===== src/rtl/wfd_mem_cfg_pkg.sv =====
`default_nettype none

package wfd_mem_cfg_pkg;

	////////////////////////////////////////
	// Sample path and memory sizes
	////////////////////////////////////////

	// Stream sample and bus word widths
	localparam int SAMPLE_W = 64;
	localparam int WORD_W = 32;

	// Sample memory, 32-bit words, two per beat
	localparam int MEM_WORDS = 2048;
	localparam int MEM_AW = 11;
	localparam int BEAT_AW = 10;

	// Beat FIFO, credits track free slots
	localparam int FIFO_DEPTH = 16;
	localparam int CREDIT_W = 5;

	// Overflow counter saturates at all ones
	localparam int OVF_W = 16;

	////////////////////////////////////////
	// Vector types
	////////////////////////////////////////

	typedef logic [SAMPLE_W-1:0] sample_t;
	typedef logic [WORD_W-1:0] word_t;
	typedef logic [MEM_AW-1:0] mem_addr_t;
	typedef logic [BEAT_AW-1:0] beat_ptr_t;
	typedef logic [CREDIT_W-1:0] credit_t;
	typedef logic [OVF_W-1:0] ovf_cnt_t;
	// Register index on the control port
	typedef logic [1:0] wb_reg_addr_t;

endpackage

`default_nettype wire


===== src/rtl/wfd_mem_bus_pkg.sv =====
`default_nettype none

package wfd_mem_bus_pkg;

	////////////////////////////////////////
	// Sample beat
	////////////////////////////////////////

	// Producer to FIFO to writer
	typedef struct packed {
		wfd_mem_cfg_pkg::sample_t sample;
	} beat_t;

	////////////////////////////////////////
	// Wishbone
	////////////////////////////////////////

	// Master side, 29-bit word address
	typedef struct packed {
		logic cyc;
		logic stb;
		logic we;
		logic [28:0] addr;
		wfd_mem_cfg_pkg::word_t dat;
	} wb_req_t;

	// Slave side
	typedef struct packed {
		logic ack;
		logic stall;
		wfd_mem_cfg_pkg::word_t dat;
	} wb_rsp_t;

	////////////////////////////////////////
	// Capture control and status
	////////////////////////////////////////

	// Clear is a single-cycle pulse
	typedef struct packed {
		logic enable;
		logic clear;
	} capture_ctrl_t;

	// Zero-padded to 32 bits, beats_written in the low bits
	typedef struct packed {
		logic enable;
		logic overflow_seen;
		wfd_mem_cfg_pkg::credit_t fifo_level;
		wfd_mem_cfg_pkg::beat_ptr_t beats_written;
	} capture_status_t;

	// Writer stores low word first
	typedef enum logic {
		LOW_WORD,
		HIGH_WORD
	} writer_state_t;

	// Register map
	localparam wfd_mem_cfg_pkg::wb_reg_addr_t REG_CTRL = 2'd0;
	localparam wfd_mem_cfg_pkg::wb_reg_addr_t REG_WPTR = 2'd1;
	localparam wfd_mem_cfg_pkg::wb_reg_addr_t REG_OVF = 2'd2;
	localparam wfd_mem_cfg_pkg::wb_reg_addr_t REG_STATUS = 2'd3;

endpackage

`default_nettype wire


===== src/rtl/beat_fifo.sv =====
`timescale 1ns/1ps
`default_nettype none

module beat_fifo (
	input wire wb_clk,
	input wire rst_i,
	input wire push_i,
	input wire wfd_mem_bus_pkg::beat_t beat_i,
	input wire pop_i,
	output wfd_mem_bus_pkg::beat_t head_o,
	output logic not_empty_o,
	output wfd_mem_cfg_pkg::credit_t level_o,
	output logic credit_return_o
);
	import wfd_mem_cfg_pkg::*;
	import wfd_mem_bus_pkg::*;

	// Storage, no reset
	beat_t mem [FIFO_DEPTH];

	// Pointers wrap on their own at FIFO_DEPTH
	logic [$clog2(FIFO_DEPTH)-1:0] wr_ptr;
	logic [$clog2(FIFO_DEPTH)-1:0] rd_ptr;
	logic do_pop;

	// A pop on an empty FIFO is ignored
	assign do_pop = pop_i && not_empty_o;

	////////////////////////////////////////
	// Write side
	////////////////////////////////////////

	always_ff @(posedge wb_clk) begin
		if (push_i) begin
			mem[wr_ptr] <= beat_i;
		end
	end

	always_ff @(posedge wb_clk) begin
		if (rst_i) begin
			wr_ptr <= '0;
		end else if (push_i) begin
			wr_ptr <= wr_ptr + 1'b1;
		end
	end

	////////////////////////////////////////
	// Read side
	////////////////////////////////////////

	always_ff @(posedge wb_clk) begin
		if (rst_i) begin
			rd_ptr <= '0;
		end else if (do_pop) begin
			rd_ptr <= rd_ptr + 1'b1;
		end
	end

	// First-word fall-through
	assign head_o = mem[rd_ptr];
	assign not_empty_o = (level_o != '0);

	// One credit back per beat taken
	assign credit_return_o = do_pop;

	////////////////////////////////////////
	// Fill level
	////////////////////////////////////////

	always_ff @(posedge wb_clk) begin
		if (rst_i) begin
			level_o <= '0;
		end else begin
			case ({push_i, do_pop})
				2'b10: level_o <= level_o + 1'b1;
				2'b01: level_o <= level_o - 1'b1;
				default: level_o <= level_o;
			endcase
		end
	end

	// Credit scheme in the producer keeps these true
	a_no_push_full: assert property (@(posedge wb_clk) disable iff (rst_i)
		push_i |-> level_o != credit_t'(FIFO_DEPTH));
	a_no_pop_empty: assert property (@(posedge wb_clk) disable iff (rst_i)
		pop_i |-> level_o != '0);

endmodule

`default_nettype wire


===== config.mk =====
export PLATFORM = sky130hd
export DESIGN_NAME = beat_fifo
export DESIGN_NICKNAME = d
export VERILOG_FILES = /design/src/rtl/wfd_mem_cfg_pkg.sv /design/src/rtl/wfd_mem_bus_pkg.sv /design/src/rtl/beat_fifo.sv
export SDC_FILE = /design/constraint.sdc
export NUM_CORES = 1
export LEC_CHECK = 0
export BUFFER_PORTS_ARGS = -buffer_cell sky130_fd_sc_hd__buf_2
export CAP_MARGIN = 20
export CORE_ASPECT_RATIO = 1.4
export CORE_UTILIZATION = 58
export CTS_BUF_LIST = sky130_fd_sc_hd__clkbuf_8
export DETAILED_ROUTE_END_ITERATION = 7
export GPL_ROUTABILITY_DRIVEN = 0
export PLACE_DENSITY_LB_ADDON = 0.08
export SLEW_MARGIN = 20
export SYNTH_ARGS = -nofsm -noshare
export SYNTH_HDL_FRONTEND = slang
export SYNTH_SLANG_ARGS = --single-unit

===== constraint.sdc =====
create_clock -name wb_clk -period 3.15 [get_ports wb_clk]
set_input_delay 0.7875 -clock wb_clk [delete_from_list [all_inputs] [get_ports wb_clk]]
set_output_delay 0.7875 -clock wb_clk [all_outputs]
set_load 0.005 [all_outputs]

==> results.sh, run 1 <==
export IMPL_run_status="finished, violations left"
export IMPL_violated_checks="setup timing"
export IMPL_finalSetupViolations=64
export IMPL_synth_ff_latch_count=1041
export IMPL_final_cell_mix="1024 x sky130_fd_sc_hd__edfxtp_1, 256 x sky130_fd_sc_hd__mux4_2, 155 x sky130_fd_sc_hd__clkbuf_8"
export IMPL_globalRoute_totalOverflow=0
export IMPL_drt_first_iter_violations=1788
export IMPL_ys_async_sr_fraction_pct=0
export IMPL_final_min_clock_period_ns=3.39
export IMPL_fin_setup_tns_ns=-12.05
export IMPL_remaining_drc_errors=0
export IMPL_power_density_nw_per_um2=685
export IMPL_synthesis_yosys_warnings=0
export IMPL_clock_skew_ns=0.0229
export IMPL_post_drt_via_cell_ratio=6.36
export IMPL_synth_enable_flop_cells=1024
export IMPL_synth_net_count=1755
export IMPL_drtAntennaViolNets=0
export IMPL_layout_nets=2089
export IMPL_power_total_mw=31.6
export IMPL_rsz0062_at_grt="true"
export IMPL_post_synth_top_area_cell="sky130_fd_sc_hd__edfxtp_1"
export IMPL_groute_usage_overall_pct=27.0
export IMPL_cts_buffers=150
export IMPL_timing_critical_path_fanout_max=8
export IMPL_layout_commonest_cell="sky130_fd_sc_hd__edfxtp_1"
export IMPL_final_hold_violation_count=0
export IMPL_timing_final_max_slew_violations=0
export IMPL_maximum_capacitance_violations=0
export IMPL_power_static_leakage_nw=14.8
export IMPL_critical_path_max_stage_delay_ns=0.50
export IMPL_final_util_pct=69.1
export IMPL_critical_path_slowest_cell="sky130_fd_sc_hd__mux4_2"
export IMPL_clock_fmax_mhz=295
export IMPL_crit_path_end_kind="output port"
export IMPL_placedInstanceArea_sq_um=41700
export IMPL_clock_tree_from_tritoncts="done"
export IMPL_synthToLayoutAreaGrowth_pct=17.6
export IMPL_fp_dieArea_sq_um=68700
export IMPL_start_kind="flop"
export IMPL_detailroute_via_count=18900
export IMPL_floorplan_initialDensity_pct=58.8
export IMPL_hold_class="primary input to flop"
export IMPL_coreArea_sq_um=66700
export IMPL_final_hold_slack_ns=0.353
export IMPL_ir_drop_mv=0.404
export IMPL_critPathRequiredTime_ns=2.36
export IMPL_core_rowCount=112
export IMPL_antenna_found_initial=9
export IMPL_clkSinkCount=1041
export IMPL_post_synth_inst_count=1678
export IMPL_slew_headroom_pct=58.4
export IMPL_io_count=139
export IMPL_period_share_pct=108
export IMPL_cts_htree_levels=4
export IMPL_timing_critical_path_buf_inv=4
export IMPL_post_dp_hpwl_mm=46.3
export IMPL_vias_in_the_first_global_route=20000
export IMPL_drive_above_1_share_pct=39.0
export IMPL_postRouteWirelength_mm=90.1
export IMPL_cp_cell_sequence="buf_12 > buf_16 > buf_8 > mux4_2 > a22oi_2 > nand2_1 > buf_2"
export IMPL_die_w_um=222
export IMPL_setup_slack_ns=-0.243
export IMPL_syn_avg_cell_area_sq_um=23.4
export IMPL_placement_io_buffers=138
export IMPL_syn_cell_area_sq_um=39200
export IMPL_die_y_um=310
export IMPL_clock_latency_ns=0.79
export IMPL_arrival_ns=2.61
export IMPL_routed_wire_length_per_instance_um=30.4
export IMPL_synth_seq_area_share_pct=79.3
export IMPL_grt_max_degree=67
export IMPL_critical_path_class="flop to output port"
export IMPL_worst_slew_pin_transition_ns=0.624
export IMPL_crit_path_max_delay_family="buffers and inverters"
export IMPL_detailedRoute_firstPassIterationCount=5
export IMPL_grt_pass1_wl_mm=131
export IMPL_post_synth_top_flop="sky130_fd_sc_hd__edfxtp_1"
export IMPL_synth_top_cells_by_area="sky130_fd_sc_hd__edfxtp_1 78%, sky130_fd_sc_hd__mux4_2 15%, sky130_fd_sc_hd__a22oi_1 2.5%, sky130_fd_sc_hd__dfxtp_1 0.87%, sky130_fd_sc_hd__nand2_1 0.67%"
export IMPL_worst_setup_hold_path_clk_slew_ns=0.06
export IMPL_clock_tree_root_cell="sky130_fd_sc_hd__clkbuf_8"
export IMPL_ctsHoldBuffers=0
export IMPL_share_of_the_synthesized_area_in_the_top_cell_type_pct=78.4
export IMPL_layout_cell_area_non_filler_sq_um=46100
export IMPL_clock_path_buffers=3
export IMPL_netlist_cell_type_count=41
==> power by group <==
group	leakage, nW	switching [mW]	internal [mW]
clock network	1.49	4.79	4.76
registers	9.39	0.123	15.4
logic	3.96	2.90	3.57
==> flip-flops by register name, indices dropped and copies added (netlist names), named ones only <==
name,flops
mem,1024
wr_ptr,4
rd_ptr,4
level_o,5
==> path summary, 6_finish.rpt <==
path	to	slack [ns]	depth (start not counted)	from
worst max-delay path	head_o[43]	-0.24	7	flop
worst min-delay path	wr_ptr[0]	0.35	3	push_i
worst max register to register	level_o[4]	0.18	10	level_o[1]
worst min register to register	rd_ptr[3]	0.54	2	rd_ptr[3]
==> what timing repair did <==
item,in CTS,in global routing
endpoints found under the setup margin,64,65
gates cloned,21,8
setup buffers,25,3
resized for setup,123,39
pin swaps,42,45
==> layout make-up <==
class | count | area (sq um)
Multi-Input combinational cell | 541 | 8120
Sequential cell | 1041 | 31100
Antenna cell | 4 | 10.0
Inverter | 6 | 22.5
Tap cell | 855 | 1070
Timing Repair Buffer | 272 | 3210
Clock inverter | 94 | 463
Fill cell | 4197 | 20600
Clock buffer | 155 | 2130
==> per-stage QoR <==
| step | setup WS (ns) | instances |
|---|---|---|
| floorplan | 0.279 | 1678 |
| global placement | 0.238 | 2659 |
| detailed placement | 0.0795 | 2659 |
| CTS | -0.354 | 2954 |
| global route | -0.382 | 2968 |
| finish | -0.243 | 2968 |
==> layer usage <==
metal  vias up  part of all wire [%]  GRT usage, %
li1       7883                     -             -
met4         8                   2.1          7.43
met3       153                   6.2          6.06
met5         -                 0.051             0
met2       700                    53          46.8
met1     10100                    39          34.6
==> cell families (layout without fill, tap and decap cells) <==
kind of cell	count (synthesis)	after routing	synth area share, %
XOR/XNOR	9	9	0.201
adder cells (fa/ha/maj)	9	9	0.287
buffers and inverters	96	527	1.28
multiplexers	259	259	14.8
other	0	4	0
AO/OA/AOI/OAI	139	139	2.65
AND/OR/NAND/NOR	125	125	1.51
flip-flops	1041	1041	79.3
==> tightest hold or removal path: stages <==
cell,delay [ns]
sky130_fd_sc_hd__buf_2,0.16
sky130_fd_sc_hd__xnor2_1,0.09
sky130_fd_sc_hd__nor2_1,0.07
==> Yosys cell counts (all sizes together) (3+ instances only) <==
master and instances:
and2 17, dfxtp 17, mux2i 3, buf 45, clkbuf 45, nor3 3, ha 9, o21ai 3
inv 6, nand2 70, xor2 7, nor3b 3, a22oi 128, nor2 14, mux4 256, edfxtp 1024
Power figures use the tool's default switching activity.
==> inputs of run 2 (changes only) <==
Settings changed: SKIP_CTS_REPAIR_TIMING set to 1.
==> run 2 against run 1 <==
The run still ends with setup timing left. Register-to-register slack about the same. Non-clock buffer count decreased by 4. Power is 1.6% lower. Sequential power barely moved. Global-route usage down 1.2 points. Combinational power decreased by 8.0%. Final cell count shrank 0.17%. Count of clock-buffer cells in the layout did not move. Sequential cell count stayed put. Critical path type unchanged. Critical endpoint is now head_o[59]. Largest power group unchanged.
==> results.sh, run 2 (synthesis results as in run 1) <==
export IMPL_top_regs="mem (1024), level_o (5)"
export IMPL_period_share_pct=109
export IMPL_timing_final_max_slew_violations=0
export IMPL_whs_path_depth=3
export IMPL_clock_tree_root_cell="sky130_fd_sc_hd__clkbuf_8"
export IMPL_start_kind="flop"
export IMPL_max_flop_register="mem"
export IMPL_fin_setup_tns_ns=-14.23
export IMPL_drt_first_iter_violations=1738
export IMPL_layoutNonFillerInstCount=2963
export IMPL_setup_slack_ns=-0.284
export IMPL_detailedRoute_firstPassIterationCount=5
export IMPL_placement_io_buffers=138
export IMPL_final_hold_violation_count=0
export IMPL_core_rowCount=112
export IMPL_power_density_nw_per_um2=682
export IMPL_run_status="finished, violations left"
export IMPL_clock_tree_from_tritoncts="done"
export IMPL_worst_slew_pin_transition_ns=0.641
export IMPL_filler_cell_count=4282
export IMPL_globalRoute_totalOverflow=0
export IMPL_routed_wire_length_per_instance_um=30.2
export IMPL_clock_skew_ns=0.0219
export IMPL_die_w_um=222
export IMPL_cts_buffers=150
export IMPL_floorplan_initialDensity_pct=58.8
export IMPL_power_static_leakage_nw=14.7
export IMPL_die_y_um=310
export IMPL_layout_nets=2085
export IMPL_clkSinkCount=1041
export IMPL_placedInstanceArea_sq_um=41700
export IMPL_finalSetupViolations=64
export IMPL_hold_class="primary input to flop"
export IMPL_detailroute_via_count=18800
export IMPL_layout_commonest_cell="sky130_fd_sc_hd__edfxtp_1"
export IMPL_fp_dieArea_sq_um=68700
export IMPL_number_of_flip_flops_in_the_largest_register=1024
export IMPL_clock_latency_ns=0.79
export IMPL_violated_checks="setup timing"
export IMPL_post_drt_via_cell_ratio=6.33
export IMPL_grt_pass1_wl_mm=126
export IMPL_antenna_found_initial=8
export IMPL_vias_in_the_first_global_route=19800
export IMPL_ir_drop_mv=0.411
export IMPL_slew_headroom_pct=57.2
export IMPL_io_count=139
export IMPL_r2r_worst_path_cells=10
export IMPL_coreArea_sq_um=66700
export IMPL_cts_htree_levels=4
export IMPL_final_min_clock_period_ns=3.43
export IMPL_rsz0062_at_grt="true"
export IMPL_timing_critical_path_fanout_max=12
export IMPL_critical_path_class="flop to output port"
export IMPL_arrival_ns=2.65
export IMPL_drtAntennaViolNets=0
export IMPL_grt_max_degree=67
export IMPL_clock_fmax_mhz=291
export IMPL_worst_setup_hold_path_clk_slew_ns=0.06
export IMPL_layout_cell_area_non_filler_sq_um=45600
export IMPL_postRouteWirelength_mm=89.5
export IMPL_pre_cts_ws_ns=0.0795
export IMPL_final_cell_mix="1024 x sky130_fd_sc_hd__edfxtp_1, 256 x sky130_fd_sc_hd__mux4_2, 155 x sky130_fd_sc_hd__clkbuf_8"
export IMPL_groute_usage_overall_pct=25.8
export IMPL_clock_path_buffers=3
export IMPL_crit_path_end_kind="output port"
export IMPL_maximum_capacitance_violations=0
export IMPL_critPathRequiredTime_ns=2.36
export IMPL_regArea_sq_um=31100
export IMPL_synthToLayoutAreaGrowth_pct=16.3
export IMPL_power_total_mw=31.1
export IMPL_remaining_drc_errors=0
export IMPL_multiInputGateArea_sq_um=7990
export IMPL_place_detailed_instances=2659
export IMPL_drive_above_1_share_pct=37.7
export IMPL_post_dp_hpwl_mm=46.3
run 2: power by group:
part | internal (mW) | total, mW | switching (mW)
registers | 15.4 | 15.6 | 0.134
clock network | 4.76 | 9.55 | 4.79
logic | 3.18 | 5.94 | 2.76
run 2: final timing paths:
check	start	end	slack (ns)
hold / removal	push_i	wr_ptr[0]	0.35
hold reg to reg	rd_ptr[3]	rd_ptr[3]	0.54
setup / recovery	flop	head_o[59]	-0.28
setup reg to reg	level_o[1]	level_o[4]	0.18
run 2: cell type report:
class / instances / share of cell area [%]
clock inverters: 94 / 1.02
well taps: 855 / 2.35
repair buffers: 268 / 6.13
multi-input cells: 541 / 17.5
inverters: 6 / 0.0494
flip-flops and latches: 1041 / 68.2
diodes: 3 / 0.0165
clock buffers: 155 / 4.68
run 2: through the flow:
step / hold WS, ns / util [%]
finish: 0.352 / 68.3
global route: 0.302 / 68.3
CTS: 0.271 / 66.5
detailed placement: 0.530 / 62.6
global placement: 0.509 / 62.6
floorplan: 0.485 / -
run 2: routing by layer:
metal | GRT usage [%] | routed length [um]
met5 | 0 | 46
met4 | 7.19 | 1940
met3 | 5.73 | 5590
met2 | 44.9 | 47000
met1 | 33.0 | 34900
run 2: worst max-delay path: stages, from the launching register on:
cell and delay [ns]:
sky130_fd_sc_hd__dfxtp_4 0.43, sky130_fd_sc_hd__buf_4 0.20, sky130_fd_sc_hd__clkbuf_16 0.22, sky130_fd_sc_hd__mux4_2 0.52, sky130_fd_sc_hd__a22oi_1 0.16, sky130_fd_sc_hd__nand2_1 0.16
sky130_fd_sc_hd__buf_2 0.17
