==> src/rtl/wfd_mem_cfg_pkg.sv <==
`default_nettype none

package wfd_mem_cfg_pkg;

	////////////////////////////////////////
	// Sample path and memory sizes
	////////////////////////////////////////

	// Stream sample and bus word widths
	localparam int SAMPLE_W = 64;
	localparam int WORD_W = 32;

	// Sample memory, 32-bit words, two per beat
	localparam int MEM_WORDS = 2048;
	localparam int MEM_AW = 11;
	localparam int BEAT_AW = 10;

	// Beat FIFO, credits track free slots
	localparam int FIFO_DEPTH = 16;
	localparam int CREDIT_W = 5;

	// Overflow counter saturates at all ones
	localparam int OVF_W = 16;

	////////////////////////////////////////
	// Vector types
	////////////////////////////////////////

	typedef logic [SAMPLE_W-1:0] sample_t;
	typedef logic [WORD_W-1:0] word_t;
	typedef logic [MEM_AW-1:0] mem_addr_t;
	typedef logic [BEAT_AW-1:0] beat_ptr_t;
	typedef logic [CREDIT_W-1:0] credit_t;
	typedef logic [OVF_W-1:0] ovf_cnt_t;
	// Register index on the control port
	typedef logic [1:0] wb_reg_addr_t;

endpackage

`default_nettype wire

==> src/rtl/wfd_mem_bus_pkg.sv <==
`default_nettype none

package wfd_mem_bus_pkg;

	////////////////////////////////////////
	// Sample beat
	////////////////////////////////////////

	// Producer to FIFO to writer
	typedef struct packed {
		wfd_mem_cfg_pkg::sample_t sample;
	} beat_t;

	////////////////////////////////////////
	// Wishbone
	////////////////////////////////////////

	// Master side, 29-bit word address
	typedef struct packed {
		logic cyc;
		logic stb;
		logic we;
		logic [28:0] addr;
		wfd_mem_cfg_pkg::word_t dat;
	} wb_req_t;

	// Slave side
	typedef struct packed {
		logic ack;
		logic stall;
		wfd_mem_cfg_pkg::word_t dat;
	} wb_rsp_t;

	////////////////////////////////////////
	// Capture control and status
	////////////////////////////////////////

	// Clear is a single-cycle pulse
	typedef struct packed {
		logic enable;
		logic clear;
	} capture_ctrl_t;

	// Zero-padded to 32 bits, beats_written in the low bits
	typedef struct packed {
		logic enable;
		logic overflow_seen;
		wfd_mem_cfg_pkg::credit_t fifo_level;
		wfd_mem_cfg_pkg::beat_ptr_t beats_written;
	} capture_status_t;

	// Writer stores low word first
	typedef enum logic {
		LOW_WORD,
		HIGH_WORD
	} writer_state_t;

	// Register map
	localparam wfd_mem_cfg_pkg::wb_reg_addr_t REG_CTRL = 2'd0;
	localparam wfd_mem_cfg_pkg::wb_reg_addr_t REG_WPTR = 2'd1;
	localparam wfd_mem_cfg_pkg::wb_reg_addr_t REG_OVF = 2'd2;
	localparam wfd_mem_cfg_pkg::wb_reg_addr_t REG_STATUS = 2'd3;

endpackage

`default_nettype wire

==> src/rtl/wb_capture_csr.sv <==
`timescale 1ns/1ps
`default_nettype none

module wb_capture_csr (
	input wire wb_clk,
	input wire rst_i,
	input wire wfd_mem_bus_pkg::wb_req_t wbr_req_i,
	input wire wfd_mem_cfg_pkg::beat_ptr_t wptr_i,
	input wire wfd_mem_cfg_pkg::ovf_cnt_t ovf_cnt_i,
	input wire ovf_seen_i,
	input wire wfd_mem_cfg_pkg::credit_t level_i,
	output wfd_mem_bus_pkg::wb_rsp_t wbr_rsp_o,
	output wfd_mem_bus_pkg::capture_ctrl_t ctrl_o,
	output wfd_mem_cfg_pkg::word_t status_o
);
	import wfd_mem_cfg_pkg::*;
	import wfd_mem_bus_pkg::*;

	logic req;
	logic ctrl_wr;
	wb_reg_addr_t idx;
	capture_status_t status;

	// Register pulses
	logic ack;
	logic enable;
	logic clear;
	word_t rd_dat;

	assign req = wbr_req_i.cyc && wbr_req_i.stb;
	assign idx = wb_reg_addr_t'(wbr_req_i.addr[1:0]);
	assign ctrl_wr = req && wbr_req_i.we && (idx == REG_CTRL);

	////////////////////////////////////////
	// Control register
	////////////////////////////////////////

	// Enable in bit 0, bit 1 fires clear
	always_ff @(posedge wb_clk) begin
		if (rst_i) begin
			ack <= 1'b0;
			enable <= 1'b0;
			clear <= 1'b0;
		end else begin
			ack <= req;
			clear <= ctrl_wr && wbr_req_i.dat[1];
			if (ctrl_wr) begin
				enable <= wbr_req_i.dat[0];
			end
		end
	end

	assign ctrl_o.enable = enable;
	assign ctrl_o.clear = clear;

	////////////////////////////////////////
	// Status and readback
	////////////////////////////////////////

	assign status.enable = enable;
	assign status.overflow_seen = ovf_seen_i;
	assign status.fifo_level = level_i;
	assign status.beats_written = wptr_i;
	assign status_o = {{(WORD_W - $bits(capture_status_t)){1'b0}}, status};

	// Read data sampled with the request
	always_ff @(posedge wb_clk) begin
		if (req) begin
			case (idx)
				REG_CTRL: rd_dat <= {{(WORD_W - 1){1'b0}}, enable};
				REG_WPTR: rd_dat <= {{(WORD_W - BEAT_AW){1'b0}}, wptr_i};
				REG_OVF: rd_dat <= {{(WORD_W - OVF_W){1'b0}}, ovf_cnt_i};
				default: rd_dat <= status_o;
			endcase
		end
	end

	assign wbr_rsp_o.ack = ack;
	assign wbr_rsp_o.stall = 1'b0;
	assign wbr_rsp_o.dat = rd_dat;

endmodule

`default_nettype wire

==> config.mk <==
export PLATFORM = sky130hd
export DESIGN_NAME = wb_capture_csr
export DESIGN_NICKNAME = d
export VERILOG_FILES = /design/src/rtl/wfd_mem_cfg_pkg.sv /design/src/rtl/wfd_mem_bus_pkg.sv /design/src/rtl/wb_capture_csr.sv
export SDC_FILE = /design/constraint.sdc
export NUM_CORES = 1
export LEC_CHECK = 0
export ABC_AREA = 1
export BUFFER_PORTS_ARGS = -buffer_cell sky130_fd_sc_hd__buf_2
export CORE_AREA = 2 2 65 67
export DETAILED_ROUTE_END_ITERATION = 16
export DIE_AREA = 0 0 67 69
export GPL_TIMING_DRIVEN = 0
export PLACE_DENSITY = 0.83
export REMOVE_ABC_BUFFERS = 1
export SYNTH_ARGS = -nofsm -noshare
export SYNTH_HDL_FRONTEND = slang
export SYNTH_SLANG_ARGS = --single-unit
export TNS_END_PERCENT = 5
==> constraint.sdc <==
create_clock -name wb_clk -period 1.9 [get_ports wb_clk]
set_input_delay 0.19 -clock wb_clk [delete_from_list [all_inputs] [get_ports wb_clk]]
set_output_delay 0.19 -clock wb_clk [all_outputs]
set_load 0.01 [all_outputs]
==> run_results.csv, run 1 <==
group,metric,value,unit
timing,max_slew_margin,0.573,
timing,setup_viol,0,
routing,drc,0,
clock_tree,cts_tree,"yes",
global_routing,grt_antenna_before_repair,0,
critical_path,cp_max_fo,5,
floorplanning,start_util,0.325,
critical_path,rr_startpoint,"enable$_SDFFE_PP0P_",
placed_design,dpl_cell_area,1400,sq um
yosys,avgSynthCellArea,10.1,sq um
floorplanning,die_y,69,microns
critical_path,cp-end-kind,"output pin",
cells_and_area,nets,281,
routing,drt_first_pass_iters,3,
routing,routed_via_density,4.02,
cells_and_area,final_cell_area,1450,sq um
routing,routed_wirelength,2560,microns
power,seqPwrFrac,0.517,
timing,rsz0062_at_grt,"no",
clock_tree,cts_setup_buffers,0,
timing,period_needed,1000,ps
timing,hold-worst-slack,120,ps
cells_and_area,drive_gt1_frac,0.456,
cells_and_area,nFillCells,405,
routing,wl_per_cell,11.0,microns
job,max_cap_viol_count,0,
floorplanning,core,3910,sq um
yosys,yosys_warnings,0,
timing,tightest_slew,639,ps
critical_path,critPathMaxStageDelay,400,ps
timing,max_freq,996,MHz
timing,setup_tns,0,ps
power,powerDensity,685,nW/um^2
critical_path,cp_cell_sequence,"buf_2",
global_routing,grt_max_degree,20,
critical_path,arrival,810,ps
power,comb_power_share,0.200,
outcome,outcome,"complete, no violations",
critical_path,critPathRequiredTime,1710,ps
floorplanning,die_area,4620,sq um
worst_hold_path,hp-start,"rst_i",
placed_design,io_buffer_count,77,
cells_and_area,regArea,571,sq um
global_routing,grt_usage,0.105,
power,p_leak,0.755,nW
power,power.internal,734,uW
floorplanning,rows,23,
global_routing,grt_pass1_vias,809,
global_routing,grt_pass1_wl,3570,microns
critical_path,crit_buf_inv,1,
timing,min_period_over_period,0.528,
clock_tree,cts_root_buffer,"clkbuf_8",
yosys,synth-seq-area-share,0.449,
timing,setup_ws,896,ps
cells_and_area,mostFrequentLayoutCell,"buf_2",
placed_design,place.gp.congestion,0.672,
routing,drtIter0Drc,31,
power,vdd_drop_max,0.229,mV
cells_and_area,multiInputGateArea,358,sq um
routing,drtAntennaViolNets,0,
clock_tree,cts_max_level,1,
clock_tree,clk_latency,250,ps
critical_path,crit_family,"flip-flops",
routing,num_vias,932,
floorplanning,die_x,67,microns
power,p_sw_frac,0.260,
timing,hold_viol,0,
cells_and_area,antenna_cells,0,
yosys,synth_cell_types,15,
yosys,netlist_instances,126,
clock_tree,clk_pin_slew,70,ps
timing,fin_skew,0.0922,ps
global_routing,gr-total-overflow,0,
timing,slew_violations,0,
floorplanning,ioPinCount,166,
cells_and_area,area_growth,14.0,%
power,p_clk_frac,0.283,
power,p_sw,258,uW
clock_tree,numCtsBuffers,3,
placed_design,post-place-ws,642,ps
worst_hold_path,hold_path_depth,2,
critical_path,crit_start,"enable$_SDFFE_PP0P_",
clock_tree,clockBufferDepth,2,
clock_tree,cts_resized,0,
clock_tree,clock_sinks,20,
clock_tree,ctsHoldBuffers,0,
yosys,ys_seq_elements,20,
critical_path,path_class,"reg2out",
critical_path,reg2reg_depth,2,
critical_path,worst-path-stages,1,
worst_hold_path,hold_path.class,"in2reg",
critical_path,crit_path_top_delay_cell,"dfxtp_1",
yosys,syn_area,1270,sq um
critical_path,cp-start-kind,"flop",
cells_and_area,final_cell_mix,"buf_2 (77), conb_1 (31), nand2_1 (18)",
placed_design,dpl.hpwl,1930,microns
## cell usage after synthesis, drive strengths merged
cell,instances,area [sq um]
nor2,7,45.1
buf,55,428
a22o,9,78.8
conb,1,3.75
dfxtp,3,60.1
nand3,9,45.0
edfxtp,17,510
nand2,18,67.6
inv,6,27.5
a21oi,1,5.00
## final cells by class
cell class	instances	share of cell area
Timing Repair Buffer	77	0.266
Clock buffer	4	0.0311
Sequential cell	20	0.394
Tap cell	50	0.0432
Multi-Input combinational cell	75	0.247
Inverter	6	0.0190
## power groups by stage
stage / clock network (mW) / logic (mW) / registers [mW]
2_1_floorplan: 0 / 0.0670 / 0.539
3_3_place_gp: 0 / 0.197 / 0.522
3_5_place_dp: 0 / 0.200 / 0.523
4_1_cts: 0.290 / 0.201 / 0.513
5_1_grt: 0.318 / 0.220 / 0.515
6_report: 0.281 / 0.199 / 0.513
## path summary, 6_finish.rpt
kind         slack (ps)                   to
max                 900            ctrl_o[1]
min                 120     clear$_SDFF_PP0_
min reg2reg         560  enable$_SDFFE_PP0P_
max reg2reg        1170  rd_dat[0]$_DFFE_PP_
## cell families (layout without fill, tap and decap cells)
| logic type | after synthesis | in the layout | share of synthesized area |
|---|---|---|---|
| flip-flops | 20 | 20 | 0.449 |
| AND/OR/NAND/NOR | 34 | 34 | 0.124 |
| other | 1 | 31 | 0.00295 |
| buffers and inverters | 61 | 87 | 0.358 |
| AO/OA/AOI/OAI | 10 | 10 | 0.0659 |
## per-stage QoR
stage | total power [mW] | utilization | instances
6_report | 0.992 | 0.370 | 232
4_1_cts | 1.00 | 0.370 | 232
2_1_floorplan | 0.606 | - | 101
3_5_place_dp | 0.723 | 0.359 | 228
5_1_grt | 1.05 | 0.370 | 232
3_3_place_gp | 0.719 | 0.359 | 228
## flip-flops by register name (all words and copies together) (netlist names)
register,flops
ack,1
clear,1
enable,1
rd_dat,17
## layer usage
metal  GRT usage  part of all wire
met5           0                 0
met2       0.174              0.45
met3      0.0277              0.15
met4      0.0703             0.024
met1       0.114              0.37
Power figures use the tool's default switching activity.
==> inputs of run 2 (changes only) <==
CORE_AREA = not set   (was 2 2 65 67)
CORE_UTILIZATION = 28   (was not set)
DIE_AREA = not set   (was 0 0 67 69)
PLACE_DENSITY = 0.76   (was 0.83)
clock period = 0.8 ns   (was 1.9 ns; I/O delays follow)
==> run 2 against run 1 <==
Net effect: the run now ends with negative setup slack left; non-clock buffer count did not move; global-route usage fell by 1.8 points; cell count rose by 0.86%; clock power rose by 130%; critical path type unchanged; critical endpoint is now wbr_rsp_o[8]; largest power group unchanged.
==> run_results.csv, run 2 (synthesis results as in run 1) <==
group,metric,value,unit
outcome,outcome,"finished, violations left",
outcome,violations,"negative setup slack",
clock_tree,clk_pin_slew,60,ps
placed_design,io_buffer_count,77,
routing,drt_first_pass_iters,3,
critical_path,cp-start-kind,"flop",
routing,drtAntennaViolNets,0,
global_routing,grt_pass1_wl,3300,microns
global_routing,grt_pass1_vias,752,
floorplanning,rows,24,
timing,slew_violations,0,
placed_design,post-place-ws,-318,ps
routing,drc,0,
routing,num_vias,935,
global_routing,grt_max_degree,20,
power,power.internal,1.75,mW
critical_path,critPathMaxStageDelay,380,ps
timing,setup_viol,19,
job,max_cap_viol_count,0,
power,p_sw_frac,0.251,
clock_tree,cts_tree,"yes",
power,p_clk_frac,0.274,
clock_tree,clk_latency,240,ps
critical_path,crit_buf_inv,1,
cells_and_area,final_cell_mix,"buf_2 (74), conb_1 (31), nand2_1 (17), edfxtp_1 (17)",
power,p_leak,0.755,nW
cells_and_area,final_cell_area,1480,sq um
power,powerDensity,1570,nW/um^2
critical_path,cp-end-kind,"output pin",
cells_and_area,area_growth,16.5,%
power,comb_power_share,0.204,
power,p_sw,586,uW
clock_tree,clockBufferDepth,2,
floorplanning,die_x,69.4,microns
timing,rsz0062_at_grt,"yes",
placed_design,dpl.hpwl,1760,microns
clock_tree,cts_max_level,1,
clock_tree,cts_resized,3,
routing,wl_per_cell,9.41,microns
cells_and_area,largest_register_ffs,17,
critical_path,cp_cell_sequence,"buf_2",
cells_and_area,antenna_cells,0,
critical_path,crit_family,"flip-flops",
critical_path,critPathRequiredTime,720,ps
routing,routed_via_density,4.00,
global_routing,grt_usage,0.0875,
timing,hold_viol,0,
critical_path,path_class,"reg2out",
clock_tree,clock_sinks,20,
clock_tree,cts_root_buffer,"clkbuf_8",
global_routing,grt_antenna_before_repair,0,
clock_tree,numCtsBuffers,3,
routing,routed_wirelength,2200,microns
floorplanning,start_util,0.292,
timing,max_freq,1180,MHz
global_routing,gr-total-overflow,0,
clock_tree,ctsHoldBuffers,0,
floorplanning,die_y,69.4,microns
placed_design,place.gp.congestion,0.774,
cells_and_area,drive_gt1_frac,0.473,
placed_design,dpl_cell_area,1410,sq um
timing,min_period_over_period,1.06,
cells_and_area,nets,281,
timing,setup_ws,-50.2,ps
critical_path,arrival,770,ps
cells_and_area,mostFrequentLayoutCell,"buf_2",
cells_and_area,nFillCells,453,
critical_path,cp_max_fo,1,
floorplanning,ioPinCount,166,
power,vdd_drop_max,0.540,mV
timing,fin_skew,0.365,ps
worst_hold_path,hold_path.class,"in2reg",
routing,drtIter0Drc,16,
floorplanning,core,4350,sq um
power,total_power,2.33,mW
floorplanning,die_area,4810,sq um
clock_tree,cts_setup_buffers,0,
timing,period_needed,850,ps
cells_and_area,largest-register,"rd_dat",
critical_path,crit_path_top_delay_cell,"edfxtp_1",
power,seqPwrFrac,0.522,
timing,hold-worst-slack,20.2,ps
[run 2: power groups by stage]
stage                     clock network, mW  registers [mW]  logic, mW
after floorplan                           0            1.28      0.159
final                                 0.640            1.22      0.476
after global placement                    0            1.24      0.464
after CTS                             0.666            1.22      0.472
after global routing                  0.685            1.22      0.525
after detailed placement                  0            1.24      0.468
[run 2: layout make-up]
cell class              instances  area (sq um)  area share
well taps                      52          65.1      0.0439
inverters                       6          31.3      0.0211
repair buffers                 77           400       0.270
multi-input cells              75           365       0.247
flip-flops and latches         20           574       0.388
clock buffers                   4          45.0      0.0304
[run 2: final timing paths]
path                                          start                   to  slack (ps)  depth (start not counted)
worst max-delay path            rd_dat[8]$_DFFE_PP_         wbr_rsp_o[8]         -50                          1
worst min-delay path                          rst_i     clear$_SDFF_PP0_          20                          2
worst max register to register  enable$_SDFFE_PP0P_  rd_dat[0]$_DFFE_PP_          50                          2
worst min register to register  enable$_SDFFE_PP0P_  enable$_SDFFE_PP0P_         530                          2
[run 2: per-stage QoR]
step	cells	utilization	TNS, ps
2_1_floorplan	101	-	-1150
3_3_place_gp	230	0.323	-8440
3_5_place_dp	230	0.323	-8870
4_1_cts	234	0.336	-714
5_1_grt	234	0.340	-1060
6_report	234	0.340	-487
[run 2: per-layer routing]
metal  share of wire  track usage  up-vias
li1                -            -      447
met4           0.013       0.0522        0
met3            0.11       0.0116        2
met5               0            0        -
met1            0.39        0.100      413
met2            0.49        0.154       73
==> inputs of run 3 (changes only) <==
CELL_PAD_IN_SITES_DETAIL_PLACEMENT = 0   (was not set)
CELL_PAD_IN_SITES_GLOBAL_PLACEMENT = 2   (was not set)
CORE_ASPECT_RATIO = 0.75   (was not set)
CORE_UTILIZATION = 13   (was 28)
PLACE_DENSITY = not set   (was 0.76)
PLACE_DENSITY_LB_ADDON = 0.1   (was not set)
==> run 3 against run 2 <==
Net effect: the flow still finishes with violations (negative setup slack); sequential power is essentially flat; cell area grew 9.5%; clock skew grew 1.3 ps; largest power group unchanged; core utilization shrank 17 points; largest cell class unchanged.
==> run_results.csv, run 3 (synthesis results as in run 1) <==
group,metric,value,unit
placed_design,io_buffer_count,77,
global_routing,grt_pass1_vias,828,
floorplanning,start_util,0.137,
cells_and_area,nets,282,
clock_tree,cts_tree,"yes",
routing,drt_first_pass_iters,4,
routing,num_vias,925,
cells_and_area,fin_util,0.175,
critical_path,arrival,780,ps
timing,rsz0062_at_grt,"yes",
clock_tree,numCtsBuffers,3,
critical_path,reg2reg_depth,2,
global_routing,grt_pass1_wl,4220,microns
timing,period_needed,863,ps
routing,routed_wirelength,3140,microns
outcome,violations,"negative setup slack",
timing,hold_viol,0,
timing,max_freq,1160,MHz
placed_design,place.gp.congestion,0.648,
cells_and_area,mostFrequentLayoutCell,"buf_2",
cells_and_area,largest-register,"rd_dat",
clock_tree,clock_sinks,20,
worst_hold_path,hold_path.class,"in2reg",
placed_design,dpl_cell_area,1500,sq um
cells_and_area,antenna_cells,0,
floorplanning,die_area,10200,sq um
power,powerDensity,1720,nW/um^2
global_routing,gr-total-overflow,0,
critical_path,crit_family,"flip-flops",
critical_path,worst-path-stages,1,
global_routing,grt_antenna_before_repair,0,
power,p_leak,0.775,nW
timing,fin_skew,1.70,ps
critical_path,cp-end-kind,"output pin",
floorplanning,core,9270,sq um
global_routing,grt_usage,0.0587,
outcome,outcome,"finished, violations left",
worst_hold_path,hold_path_depth,2,
timing,setup_viol,19,
power,vdd_drop_max,0.689,mV
power,total_power,2.79,mW
critical_path,critPathMaxStageDelay,370,ps
critical_path,crit_buf_inv,1,
placed_design,dpl.hpwl,2320,microns
timing,min_period_over_period,1.08,
floorplanning,die_x,116,microns
cells_and_area,final_cell_area,1620,sq um
cells_and_area,largest_register_ffs,17,
job,max_cap_viol_count,0,
critical_path,cp_cell_sequence,"buf_2",
cells_and_area,area_growth,27.7,%
critical_path,crit_path_top_delay_cell,"edfxtp_1",
clock_tree,clk_latency,250,ps
clock_tree,cts_root_buffer,"clkbuf_16",
routing,drc,0,
floorplanning,rows,30,
floorplanning,ioPinCount,166,
critical_path,cp-start-kind,"flop",
cells_and_area,final_cell_mix,"buf_2 (74), conb_1 (31), nand2_1 (18)",
routing,drtIter0Drc,22,
routing,drtAntennaViolNets,0,
critical_path,cp_max_fo,1,
routing,routed_via_density,2.97,
critical_path,critPathRequiredTime,720,ps
timing,slew_violations,0,
cells_and_area,drive_gt1_frac,0.470,
timing,setup_ws,-63.2,ps
floorplanning,die_y,87.6,microns
global_routing,grt_max_degree,20,
clock_tree,clockBufferDepth,2,
critical_path,path_class,"reg2out",
clock_tree,clk_pin_slew,60,ps
clock_tree,cts_max_level,1,
routing,wl_per_cell,10.1,microns
-- run 3: cell count changes in the layout (fill, tap and decap cells not counted), sizes merged --
cell and change:
buf +2, clkbuf -1
-- run 3: what timing repair did --
action / CTS / global route
endpoints found under the setup margin: 52 / 19
setup buffers: 1 / 0
hold buffers: 0 / 0
hold endpoints to repair: 0 / 0
resized for setup: 3 / 3
-- run 3: final timing paths --
path,start,endpoint,slack (ps)
worst max-delay path,rd_dat[13]$_DFFE_PP_,wbr_rsp_o[13],-60
worst min-delay path,rst_i,clear$_SDFF_PP0_,10
worst max register to register,enable$_SDFFE_PP0P_,rd_dat[0]$_DFFE_PP_,40
worst min register to register,enable$_SDFFE_PP0P_,enable$_SDFFE_PP0P_,550
-- run 3: worst register-to-register path, stage by stage, from the launching register on --
cell and delay [ps]:
dfxtp_4 360, nand2_1 70, nand3_1 80
-- run 3: power by group --
group / internal, mW / switching (mW) / total, mW
sequential: 1.20 / 0.0150 / 1.22
clock: 0.679 / 0.398 / 1.08
combinational: 0.199 / 0.300 / 0.499
total: 2.08 / 0.712 / 2.79
-- run 3: metal layers --
metal	wire, microns	vias up	global-route usage
met5	0	-	0
met4	42	0	0.0210
met3	272	2	0.0180
met2	1530	75	0.111
met1	1300	400	0.0615
li1	-	448	-
-- run 3: per-stage QoR --
step	setup WS [ps]	hold WS, ps	setup TNS (ps)	cells
global placement	-446	288	-13470	306
floorplan	-67.4	152	-1150	101
CTS	-75.8	9.16	-913	311
detailed placement	-460	281	-13980	306
global route	-90.3	19.0	-1310	311
finish	-63.2	11.4	-606	311
-- run 3: cell type report --
cell class                      instances  area, sq um
Multi-Input combinational cell         75          358
Clock buffer                            4         78.8
Tap cell                              128          160
Inverter                                6         31.3
Sequential cell                        20          574
Fill cell                            1076         7650
Timing Repair Buffer                   78          420
