### src/rtl/wfd_mem_cfg_pkg.sv
`default_nettype none

package wfd_mem_cfg_pkg;

	////////////////////////////////////////
	// Sample path and memory sizes
	////////////////////////////////////////

	// Stream sample and bus word widths
	localparam int SAMPLE_W = 64;
	localparam int WORD_W = 32;

	// Sample memory, 32-bit words, two per beat
	localparam int MEM_WORDS = 2048;
	localparam int MEM_AW = 11;
	localparam int BEAT_AW = 10;

	// Beat FIFO, credits track free slots
	localparam int FIFO_DEPTH = 16;
	localparam int CREDIT_W = 5;

	// Overflow counter saturates at all ones
	localparam int OVF_W = 16;

	////////////////////////////////////////
	// Vector types
	////////////////////////////////////////

	typedef logic [SAMPLE_W-1:0] sample_t;
	typedef logic [WORD_W-1:0] word_t;
	typedef logic [MEM_AW-1:0] mem_addr_t;
	typedef logic [BEAT_AW-1:0] beat_ptr_t;
	typedef logic [CREDIT_W-1:0] credit_t;
	typedef logic [OVF_W-1:0] ovf_cnt_t;
	// Register index on the control port
	typedef logic [1:0] wb_reg_addr_t;

endpackage

`default_nettype wire

### src/rtl/wfd_mem_bus_pkg.sv
`default_nettype none

package wfd_mem_bus_pkg;

	////////////////////////////////////////
	// Sample beat
	////////////////////////////////////////

	// Producer to FIFO to writer
	typedef struct packed {
		wfd_mem_cfg_pkg::sample_t sample;
	} beat_t;

	////////////////////////////////////////
	// Wishbone
	////////////////////////////////////////

	// Master side, 29-bit word address
	typedef struct packed {
		logic cyc;
		logic stb;
		logic we;
		logic [28:0] addr;
		wfd_mem_cfg_pkg::word_t dat;
	} wb_req_t;

	// Slave side
	typedef struct packed {
		logic ack;
		logic stall;
		wfd_mem_cfg_pkg::word_t dat;
	} wb_rsp_t;

	////////////////////////////////////////
	// Capture control and status
	////////////////////////////////////////

	// Clear is a single-cycle pulse
	typedef struct packed {
		logic enable;
		logic clear;
	} capture_ctrl_t;

	// Zero-padded to 32 bits, beats_written in the low bits
	typedef struct packed {
		logic enable;
		logic overflow_seen;
		wfd_mem_cfg_pkg::credit_t fifo_level;
		wfd_mem_cfg_pkg::beat_ptr_t beats_written;
	} capture_status_t;

	// Writer stores low word first
	typedef enum logic {
		LOW_WORD,
		HIGH_WORD
	} writer_state_t;

	// Register map
	localparam wfd_mem_cfg_pkg::wb_reg_addr_t REG_CTRL = 2'd0;
	localparam wfd_mem_cfg_pkg::wb_reg_addr_t REG_WPTR = 2'd1;
	localparam wfd_mem_cfg_pkg::wb_reg_addr_t REG_OVF = 2'd2;
	localparam wfd_mem_cfg_pkg::wb_reg_addr_t REG_STATUS = 2'd3;

endpackage

`default_nettype wire

### src/rtl/gtp_stream_packer.sv
`timescale 1ns/1ps
`default_nettype none

module gtp_stream_packer (
	input wire wb_clk,
	input wire rst_i,
	input wire wfd_mem_cfg_pkg::sample_t gtp_dat_i,
	input wire gtp_vld_i,
	input wire wfd_mem_bus_pkg::capture_ctrl_t ctrl_i,
	input wire credit_return_i,
	output logic push_o,
	output wfd_mem_bus_pkg::beat_t beat_o,
	output wfd_mem_cfg_pkg::ovf_cnt_t ovf_cnt_o,
	output logic ovf_seen_o
);
	import wfd_mem_cfg_pkg::*;
	import wfd_mem_bus_pkg::*;

	// Free FIFO slots as seen from here
	credit_t credit;
	logic accept;
	logic drop;

	// Stream cannot stall, so no credit means the sample is lost
	assign accept = gtp_vld_i && ctrl_i.enable && (credit != '0);
	assign drop = gtp_vld_i && ctrl_i.enable && (credit == '0);

	////////////////////////////////////////
	// Beat register
	////////////////////////////////////////

	always_ff @(posedge wb_clk) begin
		if (rst_i) begin
			push_o <= 1'b0;
		end else begin
			push_o <= accept;
		end
	end

	// Payload only
	always_ff @(posedge wb_clk) begin
		if (accept) begin
			beat_o.sample <= gtp_dat_i;
		end
	end

	////////////////////////////////////////
	// Credits
	////////////////////////////////////////

	// Spent on accept, returned on each FIFO pop
	always_ff @(posedge wb_clk) begin
		if (rst_i) begin
			credit <= credit_t'(FIFO_DEPTH);
		end else begin
			case ({credit_return_i, accept})
				2'b10: credit <= credit + 1'b1;
				2'b01: credit <= credit - 1'b1;
				default: credit <= credit;
			endcase
		end
	end

	////////////////////////////////////////
	// Overflow accounting
	////////////////////////////////////////

	// Saturating count and sticky flag, clear wins
	always_ff @(posedge wb_clk) begin
		if (rst_i || ctrl_i.clear) begin
			ovf_cnt_o <= '0;
			ovf_seen_o <= 1'b0;
		end else if (drop) begin
			if (ovf_cnt_o != '1) begin
				ovf_cnt_o <= ovf_cnt_o + 1'b1;
			end
			ovf_seen_o <= 1'b1;
		end
	end

	// FIFO must hand back no more credits than it was given
	a_credit_bound: assert property (@(posedge wb_clk) disable iff (rst_i)
		credit <= credit_t'(FIFO_DEPTH));

endmodule

`default_nettype wire

### config.mk
export PLATFORM = sky130hd
export DESIGN_NAME = gtp_stream_packer
export DESIGN_NICKNAME = d
export VERILOG_FILES = /design/src/rtl/wfd_mem_cfg_pkg.sv /design/src/rtl/wfd_mem_bus_pkg.sv /design/src/rtl/gtp_stream_packer.sv
export SDC_FILE = /design/constraint.sdc
export NUM_CORES = 1
export LEC_CHECK = 0
export ABC_CLOCK_PERIOD_IN_PS = 6150
export BUFFER_PORTS_ARGS = -buffer_cell sky130_fd_sc_hd__buf_2
export CAP_MARGIN = 20
export CORE_AREA = 2 2 92 94
export DETAILED_ROUTE_END_ITERATION = 8
export DIE_AREA = 0 0 94 96
export GPL_TIMING_DRIVEN = 0
export PLACE_DENSITY = 0.86
export SYNTH_ARGS = -nofsm -noshare
export SYNTH_HDL_FRONTEND = slang
export SYNTH_SLANG_ARGS = --single-unit
### constraint.sdc
create_clock -name wb_clk -period 6.15 [get_ports wb_clk]
set_input_delay 0.615 -clock wb_clk [delete_from_list [all_inputs] [get_ports wb_clk]]
set_output_delay 0.615 -clock wb_clk [all_outputs]
set_load 0.02 [all_outputs]
==> results of run 1 <==
layout by cell type, fill, tap and decap left out, types with 2 or more instances in the layout:
| cell type | n |
|---|---|
| sky130_fd_sc_hd__nand3_1 | 4 |
| sky130_fd_sc_hd__nand2b_1 | 2 |
| sky130_fd_sc_hd__a21oi_1 | 15 |
| sky130_fd_sc_hd__buf_2 | 152 |
| sky130_fd_sc_hd__inv_1 | 3 |
| sky130_fd_sc_hd__xor2_1 | 3 |
| sky130_fd_sc_hd__buf_4 | 2 |
| sky130_fd_sc_hd__edfxtp_1 | 64 |
| sky130_fd_sc_hd__nor2_1 | 10 |
| sky130_fd_sc_hd__o21ai_0 | 5 |
| sky130_fd_sc_hd__ha_1 | 5 |
| sky130_fd_sc_hd__nand2_1 | 14 |
| sky130_fd_sc_hd__mux2i_1 | 4 |
| sky130_fd_sc_hd__clkbuf_1 | 6 |
| sky130_fd_sc_hd__buf_16 | 2 |
| sky130_fd_sc_hd__nand4_1 | 6 |
| sky130_fd_sc_hd__buf_6 | 2 |
| sky130_fd_sc_hd__and2_1 | 2 |
| sky130_fd_sc_hd__and3_1 | 3 |
| sky130_fd_sc_hd__inv_6 | 2 |
| sky130_fd_sc_hd__o21ai_1 | 2 |
| sky130_fd_sc_hd__or3_1 | 7 |
| sky130_fd_sc_hd__clkbuf_8 | 9 |
| sky130_fd_sc_hd__o31ai_1 | 8 |
| sky130_fd_sc_hd__or4_1 | 8 |
| sky130_fd_sc_hd__nor3b_1 | 2 |
| sky130_fd_sc_hd__nor4_1 | 3 |
| sky130_fd_sc_hd__a211oi_1 | 2 |
| sky130_fd_sc_hd__dfxtp_1 | 23 |
cells by family (layout without fill, tap and decap cells):
family / after synthesis / in the layout / synth area share (%)
AOI/OAI and AO/OA: 42 / 42 / 8.119
muxes: 4 / 4 / 1.214
buffers and inverters: 14 / 183 / 2.314
xor gates and xnor gates: 3 / 3 / 0.7968
adders and majority gates: 5 / 5 / 1.897
and+or+nand+nor: 73 / 73 / 13.43
DFF: 87 / 87 / 72.23
power groups by stage:
stage                     combinational [mW]  clock, mW  sequential, mW
after floorplan                       0.0495          0           0.722
after global placement                 0.133          0           0.691
after detailed placement               0.148          0           0.687
after CTS                              0.148      0.389           0.674
after global routing                   0.159      0.416           0.677
final                                  0.147      0.382           0.673
worst paths after layout:
check	from	end	slack, ns	cells after the start
worst max-delay path	credit[2]	credit[4]	2.96	11
worst min-delay path	gtp_dat_i[59]	beat_o[59]	0.45	1
worst max register to register	credit[2]	credit[4]	2.96	11
worst min register to register	ovf_seen_o	ovf_seen_o	0.49	2
sequential cells by signal (all words and copies together), names as in the netlist:
register	cells
beat_o	64
ovf_cnt_o	16
credit	5
ovf_seen_o	1
push_o	1
metal layers:
layer | up-vias | share of wire, %
li1 | 1214 | -
met1 | 1174 | 40
met2 | 118 | 52
met3 | 2 | 7.6
met4 | 0 | 0.24
met5 | - | 0
metrics by stage:
step                      setup slack (ns)  TNS (ns)  cell area, µm²
final                                2.955         0            4444
after global routing                 2.646         0            4444
after CTS                            2.946         0            4444
after detailed placement             2.808         0            4252
after global placement             -0.9170    -3.348            4185
after floorplan                     0.4022         0            3298
worst reg2reg max path, stage by stage (launching register included):
cell and delay, ns:
sky130_fd_sc_hd__dfxtp_1 0.31, sky130_fd_sc_hd__buf_2 0.20, sky130_fd_sc_hd__nor3_4 0.08, sky130_fd_sc_hd__a21oi_4 0.72, sky130_fd_sc_hd__ha_1 0.32, sky130_fd_sc_hd__clkbuf_1 0.33, sky130_fd_sc_hd__xor2_1 0.13, sky130_fd_sc_hd__ha_1 0.25
sky130_fd_sc_hd__a211o_1 0.29, sky130_fd_sc_hd__a21oi_1 0.23, sky130_fd_sc_hd__a211oi_1 0.08, sky130_fd_sc_hd__a211oi_1 0.18
area by class of cell:
cell class,count,area [µm²]
inverters,3,11.26
flip-flops and latches,87,2382
plain buffers,11,65.06
fillers,683,3607
well taps,105,131.4
repair buffers,153,810.8
multi-input cells,127,850.8
clock inverters,7,68.82
clock buffers,9,123.9
==> flow_summary.ini, run 1 <==
[yosys]
synth.avg_cell_area_um2 = 14.47
fraction_of_post_synthesis_cell_area_in_the_top_cell_type_by_area_pct = 58.27
seq_area_frac_synth_pct = 72.23
yosys_warnings = 0
mappedNetlistNets = 303
synth-async-reset-ratio_pct = 0
synthMostInstantiatedCell = sky130_fd_sc_hd__edfxtp_1
post_synth_instance_area_um2 = 3298
synth.area.top_cells = sky130_fd_sc_hd__edfxtp_1 58%, sky130_fd_sc_hd__dfxtp_1 14%, sky130_fd_sc_hd__a21oi_1 2.4%
syn_inst = 228
edff_count_synth = 64
most_instantiated_flip_flop_cell_in_the_synthesis_netlist = sky130_fd_sc_hd__edfxtp_1
synth.distinct_cells = 47
synth.largest_area_cell = sky130_fd_sc_hd__edfxtp_1
synth-seq-cells = 87
post_synth_most_frequent_cells = 64 x sky130_fd_sc_hd__edfxtp_1, 23 x sky130_fd_sc_hd__dfxtp_1, 16 x sky130_fd_sc_hd__a21oi_1, 14 x sky130_fd_sc_hd__nand2_1, 10 x sky130_fd_sc_hd__nor2_1

[pwr]
combPwrFrac_pct = 12.2
clkPwrFrac_pct = 31.8
power.switching_mw = 0.2931
power_per_unit_of_standard_cell_area_nw_per_um2 = 270.5
fin_total_pwr_mw = 1.202
share_seq_of_total_power_pct = 56.0
peakVddDrop_mv = 0.1058
static_leakage_nw = 1.814
p_int_mw = 0.9088
swShare_pct = 24.39

[finish]
antenna_cells_inserted = 0
layout-area-overhead-vs-synth_pct = 34.75
fin_util_pct = 55.20
layoutNonFillerInstCount = 502
drive_above_1_share_pct = 45.84
fin_nets = 467

[clocking]
cts_resized = 0
ctsRootBufferMaster = sky130_fd_sc_hd__clkbuf_8
cts_tree = yes
insertion_delay_ns = 0.34
depth_of_the_cts_h_tree = 3
clock_tree.buffer_depth = 2
postCtsSetupRepairBufs = 0
cts_buffers = 9
numClockSinks = 87
cts.reportedPaths.clkPinSlew_ns = 0.09
number_of_hold_buffers_added_after_cts = 0

[floorplan]
chipHeight_um = 96
starting_density_of_the_core_pct = 40.96
ios = 152
die_span_in_x_um = 94
num_rows = 33
core_region_area_um2 = 8051
dieArea_um2 = 9024

[worst_setup_path]
critical_path.n_buffers_inverters = 2
crit_type = reg2reg
crit_path_top_delay_cell = sky130_fd_sc_hd__a21oi_4
crit_path_end_kind = flop
timing.critical_path.fanout_max = 27
crit_family = compound AO/OA/AOI/OAI gates
crit_path_start_kind = flop
worst-endpoint-required_ns = 6.40
arrival_ns = 3.44
slowest_delay_ns = 0.72
cp_cell_sequence = buf_2, nor3_4, a21oi_4, ha_1, clkbuf_1, xor2_1, ha_1, a211o_1, a21oi_1, a211oi_1, a211oi_1

[flow_run]
drv.max_cap_violation_count = 0

[global_route]
grt-ovfl-total = 0
grt_use_met1_pct = 19.18
grt_start_max_net_pins = 28
grt_use_met3_pct = 4.307
first_global_vias = 2303
grt_first_pass_wirelength_um = 11090
global_route.peak_usage_layer = met2
antenna_found_initial = 0
global_route.usage.total_pct = 15.96
grtUsageMet2_pct = 28.93

[place]
portBuffers = 151
place_inst = 486
gp_routability_congestion = 0.8697
place_hpwl_um = 5896

[sta]
maxSlewViolCount = 0
finalCriticalPeriod_ns = 3.195
final-setup-viol-count = 0
finalCritPeriodShare_pct = 51.95
fin_skew_ns = 0.01788
hold_violation_count_in_the_final_report = 0
slew_hr_pct = 40.51
maxClockFrequency_ghz = 0.3130
tightestPinTransition_ns = 0.8904
hold-worst-slack_ns = 0.4479
rsz0062_at_grt = no

[drt]
drt_first_pass_iters = 4
routed_wl_um = 7559
via_per_inst = 4.996
detail-route-antenna-nets = 0
drt_iter0_markers = 55
remaining_drc_errors = 0
routed_wire_length_per_instance_um = 15.06
number_of_vias_in_the_routed_layout = 2508

[run_status]
status = finished clean

[worst_hold_path]
holdCritPathClass = in2reg
(Power assumes the default switching activity.)
==> run 2, diff against run 1 <==
Settings changed: ABC_CLOCK_PERIOD_IN_PS 6150 to 2800.
Clock period 6.15 ns to 2.8 ns, I/O delays scaled along.
==> flow_summary.ini, run 2 (same netlist as run 1, synthesis figures left out) <==
[finish]
finish.instance_area_um2 = 4464
layout.cells.most_common_list = 151 x sky130_fd_sc_hd__buf_2, 64 x sky130_fd_sc_hd__edfxtp_1, 20 x sky130_fd_sc_hd__dfxtp_1
drive_above_1_share_pct = 47.10
fin_util_pct = 55.45
largest_registers_in_the_final_layout = beat_o (64), ovf_cnt_o (16), credit (5)
layout-area-overhead-vs-synth_pct = 35.36
filler_cell_count = 701
fin_nets = 467
final_common_cell = sky130_fd_sc_hd__buf_2
largest_register_ff_count = 64
regMostFlops = beat_o
layoutNonFillerInstCount = 502
antenna_cells_inserted = 0

[floorplan]
starting_density_of_the_core_pct = 40.96
num_rows = 33
core_region_area_um2 = 8051
chipHeight_um = 96
ios = 152
die_span_in_x_um = 94
dieArea_um2 = 9024

[clocking]
cts_buffers = 9
clock_tree.buffer_depth = 2
cts_resized = 0
ctsRootBufferMaster = sky130_fd_sc_hd__clkbuf_8
insertion_delay_ns = 0.34
depth_of_the_cts_h_tree = 3
postCtsSetupRepairBufs = 0
number_of_hold_buffers_added_after_cts = 0
numClockSinks = 87
cts.reportedPaths.clkPinSlew_ns = 0.09
cts_tree = yes

[pwr]
static_leakage_nw = 1.822
peakVddDrop_mv = 0.2693
power_per_unit_of_standard_cell_area_nw_per_um2 = 600.6

[global_route]
grt-ovfl-total = 0
global_route.peak_usage_layer = met2
grt_use_met1_pct = 20.28
grt_start_max_net_pins = 34
grtUsageMet2_pct = 30.89
grt_first_pass_wirelength_um = 11700
antenna_found_initial = 0
grt_use_met3_pct = 4.620
global_route.usage.total_pct = 17.11
first_global_vias = 2366

[flow_run]
drv.max_cap_violation_count = 0

[sta]
slew_hr_pct = 68.20
tightestPinTransition_ns = 0.4770
maxSlewViolCount = 0
rsz0062_at_grt = no
finalCriticalPeriod_ns = 2.398
fin_skew_ns = 0.009589
maxClockFrequency_ghz = 0.4170
postLayoutSetupSlackWorst_ns = 0.4019
timing.setup.tns_ns = 0
finalCritPeriodShare_pct = 85.65
hold_violation_count_in_the_final_report = 0
final-setup-viol-count = 0

[drt]
remaining_drc_errors = 0
via_per_inst = 5.139
drt_first_pass_iters = 4
routed_wire_length_per_instance_um = 16.00
number_of_vias_in_the_routed_layout = 2580
drt_iter0_markers = 65
detail-route-antenna-nets = 0
routed_wl_um = 8031

[worst_setup_path]
crit_path_end_kind = flop
ff2ff_setup_slack_ns = 0.40
worst-endpoint-required_ns = 3.07
crit_path_start_kind = flop
arrival_ns = 2.66
timing.critical_path.fanout_max = 9
crit_type = reg2reg

[run_status]
status = finished clean

[worst_hold_path]
holdCritPathClass = in2reg

[place]
place_hpwl_um = 6327
portBuffers = 151
placed_cell_area_um2 = 4263
gp_routability_congestion = 0.8473
pre_cts_ws_ns = 0.4087
place_inst = 486
[run 2: layout make-up]
class                      count  area (µm²)  area share (%)
sequential                    87        2386           53.45
inverter                       3       11.26          0.2522
multi-input combinational    127       853.3           19.11
clock buffer                   9       123.9           2.775
clock inverter                 7       77.57           1.738
tap                          105       131.4           2.943
timing repair buffer         153       795.8           17.83
buffer                        11       85.08           1.906
[run 2: per-stage QoR]
stage	hold slack, ns	total power [mW]
6_report	0.1008	2.681
5_1_grt	0.08084	2.793
4_1_cts	0.08505	2.703
3_5_place_dp	0.4581	1.840
3_3_place_gp	0.4570	1.817
2_1_floorplan	0.3789	1.701
[run 2: path summary, 6_finish.rpt]
kind,start,end,cells past startpoint
worst max-delay path,credit[2],credit[4],11
worst min register to register,ovf_seen_o,ovf_seen_o,2
worst max register to register,credit[2],credit[4],11
worst min-delay path,gtp_dat_i[37],beat_o[37],1
[run 2: power breakdown]
part           leakage (nW)  switching [mW]  total, mW  internal (mW)
combinational         0.933           0.195      0.324          0.128
sequential            0.786          0.0246       1.48           1.46
clock                 0.102           0.451      0.873          0.422
[run 2: critical path, cell delays in order, from the launching register on]
cell	delay (ns)
sky130_fd_sc_hd__dfxtp_2	0.32
sky130_fd_sc_hd__buf_6	0.13
sky130_fd_sc_hd__nor3_4	0.27
sky130_fd_sc_hd__a21oi_4	0.13
sky130_fd_sc_hd__ha_1	0.24
sky130_fd_sc_hd__clkbuf_8	0.16
sky130_fd_sc_hd__xor2_1	0.16
sky130_fd_sc_hd__ha_2	0.18
sky130_fd_sc_hd__a211o_1	0.27
sky130_fd_sc_hd__a21oi_1	0.22
sky130_fd_sc_hd__a211oi_1	0.07
sky130_fd_sc_hd__a211oi_1	0.16
[run 2: metal layers]
layer	vias up	share of wire [%]
li1	1213	-
met4	0	0.73
met2	112	53
met3	7	8.0
met1	1248	38
met5	-	0
==> run 3, diff against run 2 <==
Settings changed: ABC_CLOCK_PERIOD_IN_PS 2800 to 2000.
Clock period 2.8 ns to 2 ns, I/O delays scaled along.
==> flow_summary.ini, run 3 (same netlist as run 1, synthesis figures left out) <==
[drt]
routed_wire_length_per_instance_um = 16.02
drt_iter0_markers = 79
routed_wl_um = 8171
drt_first_pass_iters = 5
via_per_inst = 5.073
detail-route-antenna-nets = 0
remaining_drc_errors = 0
number_of_vias_in_the_routed_layout = 2587

[sta]
slew_hr_pct = 67.51
maxClockFrequency_ghz = 0.4758
maxSlewViolCount = 0
rsz0062_at_grt = yes
finalCriticalPeriod_ns = 2.102
postLayoutSetupSlackWorst_ns = -0.1018
finalCritPeriodShare_pct = 105.1
tightestPinTransition_ns = 0.4874
fin_skew_ns = 0.01072
hold_violation_count_in_the_final_report = 0
hold-worst-slack_ns = 0.02427
final-setup-viol-count = 2

[pwr]
power.switching_mw = 0.9923
combPwrFrac_pct = 13.7
power_per_unit_of_standard_cell_area_nw_per_um2 = 851.7
clkPwrFrac_pct = 34.1
share_seq_of_total_power_pct = 52.2
swShare_pct = 24.82
static_leakage_nw = 1.908
p_int_mw = 3.005
peakVddDrop_mv = 0.3692

[floorplan]
core_region_area_um2 = 8051
ios = 152
die_span_in_x_um = 94
num_rows = 33
starting_density_of_the_core_pct = 40.96
chipHeight_um = 96
dieArea_um2 = 9024

[finish]
final_common_cell = sky130_fd_sc_hd__buf_2
fin_nets = 475
layout.cells.most_common_list = 151 x sky130_fd_sc_hd__buf_2, 64 x sky130_fd_sc_hd__edfxtp_1, 18 x sky130_fd_sc_hd__dfxtp_1
fin_util_pct = 58.29
regMostFlops = beat_o
filler_cell_count = 650
largest_registers_in_the_final_layout = beat_o (64), ovf_cnt_o (16), credit (5)
largest_register_ff_count = 64
antenna_cells_inserted = 0
finish.instance_area_um2 = 4693
layout-area-overhead-vs-synth_pct = 42.30
area.sequential_um2 = 2396
multi_input_comb_area_um2 = 972.2
drive_above_1_share_pct = 52.35

[worst_setup_path]
worst-endpoint-required_ns = 2.26
crit_type = reg2reg
setup.worst_path.start = credit[1]
crit_path_start_kind = flop
timing.critical_path.fanout_max = 4
reg2reg_from = credit[1]
arrival_ns = 2.36
crit_path_end_kind = flop

[worst_hold_path]
hold_start = gtp_dat_i[57]
holdCritPathClass = in2reg

[global_route]
first_global_vias = 2366
grt_start_max_net_pins = 30
global_route.usage.total_pct = 17.28
antenna_found_initial = 0
grt-ovfl-total = 0
grt_first_pass_wirelength_um = 11890

[clocking]
ctsRootBufferMaster = sky130_fd_sc_hd__clkbuf_8
insertion_delay_ns = 0.35
cts_buffers = 9
depth_of_the_cts_h_tree = 3
cts.reportedPaths.clkPinSlew_ns = 0.10
numClockSinks = 87
cts_tree = yes
clock_tree.buffer_depth = 2

[place]
portBuffers = 151
place_hpwl_um = 6040
placed_cell_area_um2 = 4280
gp_routability_congestion = 0.8425
pre_cts_ws_ns = -0.6458

[flow_run]
drv.max_cap_violation_count = 0

[run_status]
failed_checks = setup timing
status = finished, violations left
-- run 3: cell count changes in the layout (fill, tap and decap cells not counted), sizes merged --
cell    change
buf         +9
clkbuf      -1
clkinv      -1
bufinv      +1
-- run 3: worst paths after layout --
check,to,slack [ns],cells past startpoint
worst min register to register,ovf_seen_o,0.50,2
worst min-delay path,beat_o[57],0.02,1
worst max register to register,credit[4],-0.10,10
worst max-delay path,credit[4],-0.10,10
-- run 3: layer usage --
layer  GRT usage, %  routed length, µm
met5              0                  0
met2          30.95               4279
met4          4.589                 82
met3          4.777                590
met1          20.56               3219
-- run 3: stage by stage --
stage | instances | TNS [ns] | total power, mW
after detailed placement | 486 | -2.096 | 2.587
after global placement | 484 | -33.15 | 2.547
after global routing | 510 | -0.3756 | 4.155
after CTS | 508 | -0.1608 | 3.979
after floorplan | 228 | -6.665 | 2.387
final | 510 | -0.1346 | 3.997
-- run 3: critical path, cell delays in order (launching register included) --
cell                       delay (ns)
sky130_fd_sc_hd__dfxtp_4         0.36
sky130_fd_sc_hd__nor3_4          0.24
sky130_fd_sc_hd__a21oi_4         0.10
sky130_fd_sc_hd__ha_4            0.18
sky130_fd_sc_hd__buf_8           0.13
sky130_fd_sc_hd__xor2_4          0.15
sky130_fd_sc_hd__ha_4            0.18
sky130_fd_sc_hd__a211o_1         0.29
sky130_fd_sc_hd__a21oi_2         0.18
sky130_fd_sc_hd__a211oi_2        0.05
sky130_fd_sc_hd__a211oi_1        0.16
-- run 3: power by group through the flow --
stage	Combinational (mW)	Sequential (mW)	Clock, mW
CTS	0.497	2.08	1.40
global route	0.589	2.10	1.47
floorplan	0.173	2.21	0
finish	0.546	2.09	1.36
detailed placement	0.467	2.12	0
global placement	0.430	2.12	0
-- run 3: area by class of cell --
class / count / share of cell area (%)
Buffer: 9 / 1.573
Clock buffer: 9 / 2.639
Clock inverter: 7 / 2.186
Inverter: 3 / 0.2399
Multi-Input combinational cell: 127 / 20.71
Sequential cell: 87 / 51.05
Tap cell: 105 / 2.799
Timing Repair Buffer: 163 / 18.79
-- run 3: repair_timing --
item	CTS	global route
pin swaps	8	12
setup buffers	8	2
hold buffers	0	0
gates resized for setup	11	16
setup endpoints to repair	4	13
